### src/rtl/isa_pkg.sv
package isa_pkg;

    typedef logic [31:0] instr_t;                           // Raw instruction register contents

    // Major opcodes in bits 6:0
    localparam logic [6:0] opcode_op          = 7'd51;      // R-type ALU
    localparam logic [6:0] opcode_op_imm      = 7'd19;      // I-type ALU and nop
    localparam logic [6:0] opcode_load        = 7'd3;       // All load widths
    localparam logic [6:0] opcode_store       = 7'd35;      // All store widths
    localparam logic [6:0] opcode_branch      = 7'd99;      // beq only
    localparam logic [6:0] opcode_branch_jalr = 7'd103;     // bne, bge, blt and jalr share it
    localparam logic [6:0] opcode_lui         = 7'd55;      // U-type
    localparam logic [6:0] opcode_jal         = 7'd111;     // UJ-type
    localparam logic [6:0] opcode_system      = 7'd115;     // break

    // funct3 field in bits 14:12
    localparam logic [2:0] funct3_add_sub = 3'd0;           // add and sub split by funct7
    localparam logic [2:0] funct3_slt     = 3'd2;
    localparam logic [2:0] funct3_and     = 3'd7;
    localparam logic [2:0] funct3_addi    = 3'd0;
    localparam logic [2:0] funct3_slti    = 3'd2;
    localparam logic [2:0] funct3_lb      = 3'd0;
    localparam logic [2:0] funct3_lh      = 3'd1;
    localparam logic [2:0] funct3_lw      = 3'd2;
    localparam logic [2:0] funct3_ld      = 3'd3;
    localparam logic [2:0] funct3_lbu     = 3'd4;
    localparam logic [2:0] funct3_lhu     = 3'd5;
    localparam logic [2:0] funct3_lwu     = 3'd6;
    localparam logic [2:0] funct3_sb      = 3'd0;
    localparam logic [2:0] funct3_sh      = 3'd1;
    localparam logic [2:0] funct3_sw      = 3'd2;
    localparam logic [2:0] funct3_sd      = 3'd7;           // Nonstandard slot in this ISA map
    localparam logic [2:0] funct3_beq     = 3'd0;
    localparam logic [2:0] funct3_jalr    = 3'd0;
    localparam logic [2:0] funct3_bne     = 3'd1;
    localparam logic [2:0] funct3_blt     = 3'd4;
    localparam logic [2:0] funct3_bge     = 3'd5;

    // funct7 field in bits 31:25
    localparam logic [6:0] funct7_base = 7'd0;              // add, and, slt
    localparam logic [6:0] funct7_sub  = 7'd32;             // sub

    typedef enum logic [4:0] {
        class_add, class_sub, class_and, class_slt,         // R-type
        class_addi, class_slti, class_lui,                  // Immediate forms
        class_load, class_store,                            // One class per memory direction
        class_beq, class_bne, class_bge, class_blt,         // Conditional branches
        class_jal, class_jalr,                              // Jumps with link
        class_nop, class_break,
        class_illegal                                       // Anything not matched
    } instr_class_t;

endpackage

### src/rtl/control_pkg.sv
package control_pkg;

    // Controller states in FSM encoding order
    typedef enum logic [3:0] {
        state_fetch          = 4'd1,                        // PC + 4 while the word is latched outside
        state_decode         = 4'd2,                        // Operand latch and class dispatch
        state_branch         = 4'd3,                        // Branch target computed and written
        state_write_back     = 4'd4,                        // ALU result to rd
        state_mem_write_back = 4'd5,                        // Memory data to rd
        state_compare        = 4'd6,                        // slt result from menor
        state_mem_read       = 4'd7,                        // Data memory access for loads
        state_mem_write      = 4'd8,                        // Data memory write for stores
        state_wait           = 4'd9                         // Lets the loaded value settle in rd
    } ctrl_state_t;

    typedef enum logic [2:0] {
        alu_pass_a    = 3'd0,                               // Result is operand A
        alu_add       = 3'd1,
        alu_sub       = 3'd2,
        alu_and       = 3'd3,
        alu_increment = 3'd4,                               // A + 1
        alu_compare   = 3'd7                                // Sets igual and menor
    } alu_op_t;

    typedef enum logic [2:0] {
        src_a_pc    = 3'd0,
        src_a_reg_a = 3'd1
    } src_a_t;

    typedef enum logic [2:0] {
        src_b_reg_b         = 3'd0,
        src_b_four          = 3'd1,                         // Constant 4 for PC increment
        src_b_immediate     = 3'd2,                         // Sign-extended immediate
        src_b_branch_offset = 3'd3                          // Shifted branch or jump offset
    } src_b_t;

    typedef enum logic [2:0] {
        wb_alu    = 3'd0,                                   // Register file takes ALU out
        wb_memory = 3'd1                                    // Register file takes memory data reg
    } wb_sel_t;

endpackage

### src/rtl/instr_decoder.sv
`timescale 1ns/1ps

module instr_decoder import isa_pkg::*; (
    input  instr_t       instruction,
    output instr_class_t instr_class
);

    logic [6:0] opcode;
    logic [2:0] funct3;
    logic [6:0] funct7;

    assign opcode = instruction[6:0];
    assign funct3 = instruction[14:12];
    assign funct7 = instruction[31:25];

    always_comb begin
        instr_class = class_illegal;                        // Fallback for every unmatched word
        case (opcode)
            opcode_op: begin
                if (funct3 == funct3_add_sub && funct7 == funct7_base) begin
                    instr_class = class_add;
                end else if (funct3 == funct3_add_sub && funct7 == funct7_sub) begin
                    instr_class = class_sub;
                end else if (funct3 == funct3_and && funct7 == funct7_base) begin
                    instr_class = class_and;
                end else if (funct3 == funct3_slt && funct7 == funct7_base) begin
                    instr_class = class_slt;
                end
            end
            opcode_op_imm: begin
                if (instruction[31:7] == '0) begin          // addi x0, x0, 0
                    instr_class = class_nop;
                end else if (funct3 == funct3_addi) begin
                    instr_class = class_addi;
                end else if (funct3 == funct3_slti) begin
                    instr_class = class_slti;
                end                                         // Shift immediates end up illegal
            end
            opcode_load: begin
                case (funct3)
                    funct3_ld, funct3_lb, funct3_lh, funct3_lw,
                    funct3_lbu, funct3_lhu, funct3_lwu: instr_class = class_load;
                    default: instr_class = class_illegal;   // funct3 7 has no load
                endcase
            end
            opcode_store: begin
                case (funct3)
                    funct3_sd, funct3_sw, funct3_sh, funct3_sb: instr_class = class_store;
                    default: instr_class = class_illegal;
                endcase
            end
            opcode_branch: begin
                if (funct3 == funct3_beq) begin
                    instr_class = class_beq;
                end
            end
            opcode_branch_jalr: begin
                case (funct3)
                    funct3_bne:  instr_class = class_bne;
                    funct3_jalr: instr_class = class_jalr;
                    funct3_bge:  instr_class = class_bge;
                    funct3_blt:  instr_class = class_blt;
                    default:     instr_class = class_illegal;
                endcase
            end
            opcode_lui:    instr_class = class_lui;         // No sub-fields to check
            opcode_jal:    instr_class = class_jal;
            opcode_system: instr_class = class_break;       // Any system word parks the unit
            default:       instr_class = class_illegal;
        endcase
    end

endmodule

### src/rtl/control_sequencer.sv
`timescale 1ns/1ps

module control_sequencer import isa_pkg::*, control_pkg::*; (
    input  logic         clock,
    input  logic         reset,
    input  instr_class_t instr_class,
    output ctrl_state_t  state
);

    ctrl_state_t next_state;

    always_ff @(posedge clock or posedge reset) begin
        if (reset) begin
            state <= state_fetch;
        end else begin
            state <= next_state;                            // One state per cycle, no stalls
        end
    end

    always_comb begin
        next_state = state_fetch;                           // Most paths end back in fetch
        case (state)
            state_fetch: next_state = state_decode;
            state_decode: begin
                case (instr_class)
                    class_add, class_sub, class_and,
                    class_addi, class_lui,
                    class_jal, class_jalr:  next_state = state_write_back; // Jumps link first
                    class_slt, class_slti:  next_state = state_compare;
                    class_load:             next_state = state_mem_read;
                    class_store:            next_state = state_mem_write;
                    class_beq, class_bne,
                    class_bge, class_blt:   next_state = state_branch;
                    class_break:            next_state = state_decode;     // Parked while present
                    default:                next_state = state_fetch;      // nop and illegal
                endcase
            end
            state_compare: next_state = state_write_back;
            state_write_back: begin
                if (instr_class == class_jal || instr_class == class_jalr) begin
                    next_state = state_branch;              // Link written, now jump
                end else begin
                    next_state = state_fetch;
                end
            end
            state_mem_read:       next_state = state_mem_write_back;
            state_mem_write_back: next_state = state_wait;
            state_wait:           next_state = state_fetch;
            state_mem_write:      next_state = state_fetch;
            state_branch:         next_state = state_fetch;
            default:              next_state = state_fetch; // Recover from unused codes
        endcase
    end

endmodule

### src/rtl/datapath_control.sv
`timescale 1ns/1ps

module datapath_control import isa_pkg::*, control_pkg::*; (
    input  logic         clock,
    input  logic         reset,
    input  ctrl_state_t  state,
    input  instr_class_t instr_class,
    input  logic         igual,
    input  logic         menor,
    output logic         pc_write,
    output logic         operand_latch,
    output logic         clear_a,
    output logic         reg_file_wr,
    output logic         data_memory_wr,
    output logic         mem_data_wr,
    output alu_op_t      alu_op,
    output src_a_t       src_a,
    output src_b_t       src_b,
    output wb_sel_t      wb_sel
);

    logic branch_taken;

    // Branch condition from the comparator flags of the decode-cycle compare
    always_comb begin
        case (instr_class)
            class_beq:             branch_taken = igual;
            class_bne:             branch_taken = !igual;
            class_bge:             branch_taken = !menor;  // Not less means greater or equal
            class_blt:             branch_taken = menor;
            class_jal, class_jalr: branch_taken = 1'b1;    // Unconditional
            default:               branch_taken = 1'b0;
        endcase
    end

    always_ff @(posedge clock or posedge reset) begin
        if (reset) begin
            pc_write       <= 1'b0;
            operand_latch  <= 1'b0;
            clear_a        <= 1'b1;                         // A held at zero through reset
            reg_file_wr    <= 1'b0;
            data_memory_wr <= 1'b0;
            mem_data_wr    <= 1'b0;
            alu_op         <= alu_pass_a;
            src_a          <= src_a_pc;
            src_b          <= src_b_reg_b;
            wb_sel         <= wb_alu;
        end else begin
            pc_write       <= 1'b0;                         // Strobes are one-cycle pulses
            clear_a        <= 1'b0;
            reg_file_wr    <= 1'b0;
            data_memory_wr <= 1'b0;
            mem_data_wr    <= 1'b0;
            case (state)
                state_fetch: begin
                    pc_write      <= 1'b1;                  // PC <= PC + 4
                    alu_op        <= alu_add;
                    src_a         <= src_a_pc;
                    src_b         <= src_b_four;
                    operand_latch <= 1'b0;
                    wb_sel        <= wb_memory;
                end
                state_decode: begin
                    operand_latch <= 1'b1;                  // Capture rs1 and rs2 into A and B
                    case (instr_class)
                        class_add, class_sub, class_and: begin
                            src_a <= src_a_reg_a;
                            src_b <= src_b_reg_b;
                            if (instr_class == class_add) begin
                                alu_op <= alu_add;
                            end else if (instr_class == class_sub) begin
                                alu_op <= alu_sub;
                            end else begin
                                alu_op <= alu_and;
                            end
                        end
                        class_slt, class_slti: begin
                            alu_op <= alu_compare;          // Result taken from menor later
                            src_a  <= src_a_reg_a;
                            if (instr_class == class_slt) begin
                                src_b <= src_b_reg_b;
                            end else begin
                                src_b <= src_b_immediate;
                            end
                        end
                        class_addi, class_lui, class_load, class_store: begin
                            alu_op <= alu_add;              // rs1 + imm, or address
                            src_a  <= src_a_reg_a;
                            src_b  <= src_b_immediate;
                            if (instr_class == class_lui) begin
                                clear_a <= 1'b1;            // Zero + upper immediate
                            end
                            if (instr_class == class_load) begin
                                mem_data_wr <= 1'b1;
                            end
                        end
                        class_beq, class_bne, class_bge, class_blt: begin
                            alu_op <= alu_compare;          // Produces igual and menor
                            src_a  <= src_a_reg_a;
                            src_b  <= src_b_reg_b;
                        end
                        class_jal, class_jalr: begin
                            alu_op <= alu_pass_a;           // Link value is the current PC
                            src_a  <= src_a_pc;
                        end
                        default: begin
                        end                                 // nop, break and illegal only latch
                    endcase
                end
                state_compare: begin
                    clear_a <= 1'b1;                        // A becomes 0, then 0 or 1 out
                    src_a   <= src_a_reg_a;
                    alu_op  <= menor ? alu_increment : alu_pass_a;
                end
                state_write_back: begin
                    wb_sel      <= wb_alu;
                    reg_file_wr <= 1'b1;
                end
                state_mem_write_back: begin
                    wb_sel      <= wb_memory;
                    reg_file_wr <= 1'b1;
                end
                state_mem_write: data_memory_wr <= 1'b1;
                state_branch: begin
                    if (branch_taken) begin
                        pc_write <= 1'b1;
                        alu_op   <= alu_add;
                        if (instr_class == class_jalr) begin
                            src_a <= src_a_reg_a;           // rs1 + imm
                            src_b <= src_b_immediate;
                        end else begin
                            src_a <= src_a_pc;              // PC + offset
                            src_b <= src_b_branch_offset;
                        end
                    end
                end
                default: begin
                end                                         // Memory read and wait drive nothing
            endcase
        end
    end

endmodule

### src/rtl/control_unit.sv
`timescale 1ns/1ps

module control_unit import isa_pkg::*, control_pkg::*; (
    input  logic        clock,
    input  logic        reset,
    input  logic        igual,                              // A equals B
    input  logic        menor,                              // A less than B
    input  instr_t      instruction,
    output ctrl_state_t state,
    output logic        pc_write,
    output logic        operand_latch,
    output logic        clear_a,
    output logic        reg_file_wr,
    output logic        data_memory_wr,
    output logic        mem_data_wr,
    output alu_op_t     alu_op,
    output src_a_t      src_a,
    output src_b_t      src_b,
    output wb_sel_t     wb_sel
);

    instr_class_t instr_class;                              // Shared by sequencer and output stage

    instr_decoder decoder_i (
        .instruction (instruction),
        .instr_class (instr_class)
    );

    control_sequencer sequencer_i (
        .clock       (clock),
        .reset       (reset),
        .instr_class (instr_class),
        .state       (state)
    );

    datapath_control outputs_i (
        .clock          (clock),
        .reset          (reset),
        .state          (state),
        .instr_class    (instr_class),
        .igual          (igual),
        .menor          (menor),
        .pc_write       (pc_write),
        .operand_latch  (operand_latch),
        .clear_a        (clear_a),
        .reg_file_wr    (reg_file_wr),
        .data_memory_wr (data_memory_wr),
        .mem_data_wr    (mem_data_wr),
        .alu_op         (alu_op),
        .src_a          (src_a),
        .src_b          (src_b),
        .wb_sel         (wb_sel)
    );

endmodule

### config.mk
export PLATFORM = sky130hd
export DESIGN_NAME = control_unit
export DESIGN_NICKNAME = d
export VERILOG_FILES = /design/src/rtl/isa_pkg.sv /design/src/rtl/control_pkg.sv /design/src/rtl/instr_decoder.sv /design/src/rtl/control_sequencer.sv /design/src/rtl/datapath_control.sv /design/src/rtl/control_unit.sv
export SDC_FILE = /design/constraint.sdc
export NUM_CORES = 1
export LEC_CHECK = 0
export BUFFER_PORTS_ARGS = -buffer_cell sky130_fd_sc_hd__buf_4
export CAP_MARGIN = 30
export CORE_MARGIN = 8
export CORE_UTILIZATION = 49
export DETAILED_ROUTE_END_ITERATION = 7
export GPL_ROUTABILITY_DRIVEN = 0
export PLACE_DENSITY = 0.77
export SLEW_MARGIN = 20
export SYNTH_ARGS = -nofsm -noshare
export SYNTH_HDL_FRONTEND = slang
export SYNTH_SLANG_ARGS = --single-unit
### constraint.sdc
create_clock -name clock -period 2.87 [get_ports clock]
set_clock_uncertainty 0.05 [all_clocks]
set_input_delay 0 -clock clock [delete_from_list [all_inputs] [get_ports clock]]
set_output_delay 0 -clock clock [all_outputs]
set_load 0.02 [all_outputs]
==> results of run 1 <==
layout make-up:
cell class                      instances  share of cell area
Inverter                               13              0.0198
Timing Repair Buffer                   87               0.266
Sequential cell                        17               0.174
Tap cell                               48              0.0244
Multi-Input combinational cell        185               0.498
Clock buffer                            4              0.0183
cell families (layout without fill, tap and decap cells):
logic type | count (synthesis) | after routing | synth area share
XOR/XNOR | 1 | 1 | 0.00487
flip-flops | 17 | 17 | 0.238
other | 1 | 5 | 0.00209
multiplexers | 4 | 4 | 0.0278
adder cells (fa/ha/maj) | 6 | 6 | 0.0404
AO/OA/AOI/OAI | 71 | 71 | 0.303
buffers and inverters | 33 | 104 | 0.0953
AND/OR/NAND/NOR | 98 | 98 | 0.289
layer usage:
| metal | track usage | wire length (um) | vias to the layer above |
|---|---|---|---|
| met1 | 0.223 | 2320 | 942 |
| met4 | 0.0519 | 63 | 0 |
| met2 | 0.319 | 2660 | 69 |
| met5 | 0 | 0 | - |
| met3 | 0.0248 | 289 | 8 |
| li1 | - | - | 998 |
synthesized netlist by cell type, types with 2 or more instances:
master,number,share of area
buf_2,5,0.014
a211oi_1,2,0.0083
o211a_1,2,0.011
o21ai_0,9,0.025
o32a_1,2,0.011
nand4_1,3,0.010
nand2b_1,4,0.014
nor2b_1,6,0.021
a31oi_1,3,0.010
o2bb2ai_1,2,0.0097
nor4_2,2,0.014
mux2i_1,2,0.011
a2111oi_0,2,0.0097
or2_2,2,0.0070
o21a_1,2,0.0083
o211ai_1,3,0.013
ha_1,5,0.035
inv_1,12,0.025
buf_4,5,0.021
nor4_1,6,0.021
nor2_1,24,0.050
dfstp_2,2,0.029
dfrtp_1,15,0.21
o31ai_1,2,0.0083
and3b_1,2,0.0097
mux2_4,2,0.017
buf_6,3,0.019
or3_1,3,0.010
a21o_1,3,0.013
a22oi_1,4,0.017
a21oi_1,13,0.036
nand3_1,6,0.017
and3_1,2,0.0070
a31o_2,2,0.0097
nand2_1,20,0.042
and2_1,2,0.0070
o22ai_1,3,0.010
nor3_1,12,0.033
a221oi_1,2,0.0097
clkbuf_1,6,0.013
per-stage QoR:
step / instances / setup slack, ns / hold slack (ns) / area (um^2) / utilization
after CTS: 354 / 0.0587 / 0.0711 / 2450 / 0.680
final: 354 / 0.182 / 0.0660 / 2460 / 0.684
after detailed placement: 349 / -0.203 / 0.0711 / 2400 / 0.664
after global placement: 349 / -0.0296 / 0.0604 / 2400 / 0.664
after floorplan: 235 / 0.0155 / -0.125 / 1810 / -
after global routing: 354 / 0.0267 / 0.128 / 2460 / 0.684
final timing paths:
path                                                start                              end  slack (ns)  cells past startpoint
max in group asynchronous                           reset  outputs_i.mem_data_wr$_DFF_PP0_        2.02                      3
hold / removal                                      menor  outputs_i.alu_op[2]$_DFFE_PP0P_        0.07                      4
setup reg to reg           sequencer_i.state[2]$_DFF_PP0_   outputs_i.src_b[1]$_DFFE_PP0P_        0.80                      6
setup / recovery                          instruction[26]   outputs_i.src_a[0]$_DFFE_PP0P_        0.18                     15
hold reg to reg            outputs_i.src_b[1]$_DFFE_PP0P_   outputs_i.src_b[1]$_DFFE_PP0P_        0.45                      1
min in group asynchronous                           reset  outputs_i.alu_op[2]$_DFFE_PP0P_        0.34                      3
sequential cells by signal (all words and copies together), names as in the netlist:
register	cells
outputs_i.pc_write	1
sequencer_i.state	4
outputs_i.operand_latch	1
outputs_i.src_b	2
outputs_i.alu_op	3
outputs_i.src_a	1
outputs_i.data_memory_wr	1
outputs_i.mem_data_wr	1
outputs_i.wb_sel	1
outputs_i.reg_file_wr	1
outputs_i.clear_a	1
worst max-delay path: stages:
cell,delay [ns]
buf_4,0.11
nor4_2,0.29
nand2_1,0.11
buf_4,0.14
nor4_2,0.20
nor4_1,0.11
o21ai_1,0.16
inv_1,0.10
ha_1,0.25
or2_2,0.30
a221oi_1,0.32
o31ai_2,0.12
nand2_1,0.12
a31o_4,0.14
mux2_4,0.31
repair_timing:
item	4_1_cts	5_1_grt
endpoints found under the setup margin	0	6
resized for setup	0	4
endpoints found under the hold margin	15	0
hold buffers	1	0
buffers inserted	0	0
where the power goes:
group	internal (mW)	switching, mW
clock	0.0984	0.0801
sequential	0.301	0.0704
combinational	0.311	0.328
total	0.711	0.479
==> reports/qor.yml, run 1 <==
drive_above_1_share: 0.369
numCtsBuffers: 3
synth-main-ff-cell: "dfrtp_1"
grt_max_degree: 18
grt_pass1_vias: 2016
cts_max_level: 1
drtIter0Drc: 194
ys.warnings.count: 0
arrival_ns: 2.77
wl_per_cell_um: 15.1
hold_path_class: "in2reg"
routed_via_density: 5.70
clkTransAtPathRegs_ns: 0.07
layout_common_cells: "buf_4 (86), nor2_1 (23), nand2_1 (20)"
relSlewSlack: 0.490
seqCellArea_um2: 428
chipWidth_um: 76.6
max_freq_mhz: 372
crit_fanout: 4
vias: 2017
status: "finished, final reports clean"
slew_violations: 0
antenna_found_initial: 0
fill_cells: 306
worstSkewPairLatency_ns: 0.25
setup_violations: 0
io_pins: 58
async_reset_ff_frac: 1.00
overflow: 0
hold_viol: 0
synth_edf_count: 0
fin_nets: 348
clock-sinks: 17
min_period_over_period: 0.937
worst_slew_pin_slew_ns: 0.762
grt_pass1_wl_um: 9250
drt-pass1-iter-count: 4
yosysSeqAreaShare: 0.238
hpwl_um: 4270
start_util: 0.499
syn_to_final_growth_pct: 37.1
critPathCaptureType: "flop"
core.rowCount: 22
die_h_um: 76.6
cp.required_ns: 2.95
totalPowerFinal_mw: 1.19
syn_area_mm2: 0.00180
n_antenna_cell: 0
crit_type: "in2reg"
critPathLaunchType: "input port"
min_period_ns: 2.69
synthCells: 231
die_area_mm2: 0.00586
final_antenna_net_count: 0
p_per_area_mw_per_mm2: 483
multiInputGateArea_mm2: 0.00123
cap_violations: 0
cts_tree: "built"
synth.distinct_cells: 64
layout.cells.most_common: "buf_4"
cts-root-buf: "clkbuf_8"
clk_path_buf_depth: 2
syn_area_per_cell_um2: 7.78
place.port_buffers: 52
track_usage: 0.182
coreArea_mm2: 0.00361
wirelength_um: 5340
cellLeakagePower_nw: 1.16
vdd_drop_max_v: 0.000194
setup-tns-final_ns: 0
rsz0062_at_grt: "no"
synth_seq_cells: 17
drcViolationCount: 0
No activity file was read; power rests on OpenSTA's default activity.
==> run 2, diff against run 1 <==
--- a/config.mk
+++ b/config.mk
@@ -6,12 +6,11 @@
 export NUM_CORES = 1
 export LEC_CHECK = 0
 export BUFFER_PORTS_ARGS = -buffer_cell sky130_fd_sc_hd__buf_4
-export CAP_MARGIN = 30
 export CORE_MARGIN = 8
-export CORE_UTILIZATION = 49
+export CORE_UTILIZATION = 40
 export DETAILED_ROUTE_END_ITERATION = 7
 export GPL_ROUTABILITY_DRIVEN = 0
-export PLACE_DENSITY = 0.77
+export PLACE_DENSITY = 0.62
 export SLEW_MARGIN = 20
 export SYNTH_ARGS = -nofsm -noshare
 export SYNTH_HDL_FRONTEND = slang
==> run 2 against run 1 <==
Via count is essentially flat. Worst setup slack gained 0.052 ns. Critical path depth grew 1. Flip-flop and latch count is the same. Critical path type unchanged. Critical endpoint unchanged. Largest cell class unchanged.
==> reports/qor.yml, run 2 (synthesis results as in run 1) <==
status: "finished, final reports clean"
hpwl_um: 4520
totalPowerFinal_mw: 1.22
critPathCaptureType: "flop"
cp.required_ns: 2.96
crit_type: "in2reg"
vias: 2015
clock-sinks: 17
numCtsBuffers: 3
slowest_stage: "nor4_2"
die_area_mm2: 0.00690
io_pins: 58
cp_num_buf_inv: 2
critPathLaunchType: "input port"
worstSkewPairLatency_ns: 0.26
setup_violations: 0
n_antenna_cell: 0
rrSetupSlack_ns: 0.76
drcViolationCount: 0
worst_slew_pin_slew_ns: 0.639
final_antenna_net_count: 0
fill_cells: 410
track_usage: 0.159
cts-root-buf: "clkbuf_8"
antenna_found_initial: 0
drive_above_1_share: 0.404
place.port_buffers: 52
clkTransAtPathRegs_ns: 0.06
wl_per_cell_um: 15.1
hold_path_class: "in2reg"
dpl.cell_count: 366
min_period_ns: 2.64
vdd_drop_max_v: 0.000296
layout.cells.most_common: "buf_4"
timing.rr.start: "sequencer_i.state[2]$_DFF_PP0_"
drtIter0Drc: 105
grt_pass1_vias: 2003
routed_via_density: 5.43
start_util: 0.413
top_register: "sequencer_i.state"
cap_violations: 0
syn_to_final_growth_pct: 44.0
crit_fanout: 4
core.rowCount: 24
grt_max_degree: 21
slowest_delay_ns: 0.30
clk_path_buf_depth: 2
drt-pass1-iter-count: 4
die_h_um: 83.0
coreArea_mm2: 0.00435
crit_start: "instruction[26]"
max_freq_mhz: 379
p_per_area_mw_per_mm2: 471
grt_pass1_wl_um: 9450
overflow: 0
seqCellArea_um2: 428
min_period_over_period: 0.919
cellLeakagePower_nw: 1.23
wirelength_um: 5610
largest_reg_flops: 4
setup-tns-final_ns: 0
hold_viol: 0
largestRegisters: "sequencer_i.state: 4 flops, outputs_i.alu_op: 3 flops, outputs_i.src_b: 2 flops"
multiInputGateArea_mm2: 0.00125
cts_max_level: 1
relSlewSlack: 0.574
crit_chain: "buf_4 > nor4_2 > nand2_1 > nor2_2 > a2111oi_0 > nor4_1 > o21ai_1 > ha_1 > buf_4 > mux2i_1 > o21ai_0 > nor3_1 > o31ai_2 > nand2_1 > a31o_4 > mux2_4"
min_from: "menor"
fin_nets: 361
layout_common_cells: "buf_4 (99), nor2_1 (23), nand2_1 (20)"
cts_tree: "built"
slew_violations: 0
chipWidth_um: 83.0
stdcell_count: 371
fin_hold_ws_ns: 0.0942
cpLargestDelayFamily: "simple AND/OR/NAND/NOR gates"
arrival_ns: 2.73
==> run 2: final timing paths <==
kind	to	cells after the start
worst max register to register	outputs_i.src_b[0]$_DFFE_PP0P_	6
worst max-delay path	outputs_i.src_a[0]$_DFFE_PP0P_	16
worst min-delay path	outputs_i.alu_op[2]$_DFFE_PP0P_	4
worst min register to register	outputs_i.src_b[1]$_DFFE_PP0P_	1
max in group asynchronous	outputs_i.src_b[1]$_DFFE_PP0P_	3
min in group asynchronous	outputs_i.data_memory_wr$_DFF_PP0_	3
==> run 2: layout make-up <==
cell class | instances | area share
well taps | 52 | 0.0251
repair buffers | 100 | 0.291
clock buffers | 3 | 0.0159
inverters | 13 | 0.0188
flip-flops and latches | 17 | 0.165
multi-input cells | 185 | 0.482
clock inverters | 1 | 0.00193
==> run 2: metrics by stage <==
step,utilization,cell area [um^2],setup WS (ns)
after detailed placement,0.574,2500,-0.264
after global routing,0.595,2590,-0.0426
after floorplan,-,1810,0.0155
after global placement,0.574,2500,-0.138
after CTS,0.587,2550,0.0000981
final,0.595,2590,0.234
==> run 2: routing by layer <==
metal	GRT usage	part of all wire	vias to the layer above
li1	-	-	1019
met1	0.208	0.45	932
met2	0.264	0.48	55
met3	0.0273	0.049	9
met4	0.0383	0.018	0
met5	0	0	-
==> run 2: where the power goes <==
group / switching, mW / internal, mW / total, mW
logic: 0.332 / 0.330 / 0.662
registers: 0.0722 / 0.301 / 0.373
clock network: 0.0873 / 0.0967 / 0.184
total: 0.491 / 0.728 / 1.22
==> run 2: timing repair <==
item,in CTS,in global routing
setup buffers,0,0
gates resized for setup,0,7
setup endpoints to repair,0,8
hold buffers,1,0
endpoints found under the hold margin,15,0
==> run 2: worst register-to-register path: cells and delay by family (launching register included) <==
| kind | cells | cell delay (ns) |
|---|---|---|
| AND/OR/NAND/NOR | 3 | 0.75 |
| AO/OA/AOI/OAI | 3 | 0.70 |
| flip-flops | 1 | 0.55 |
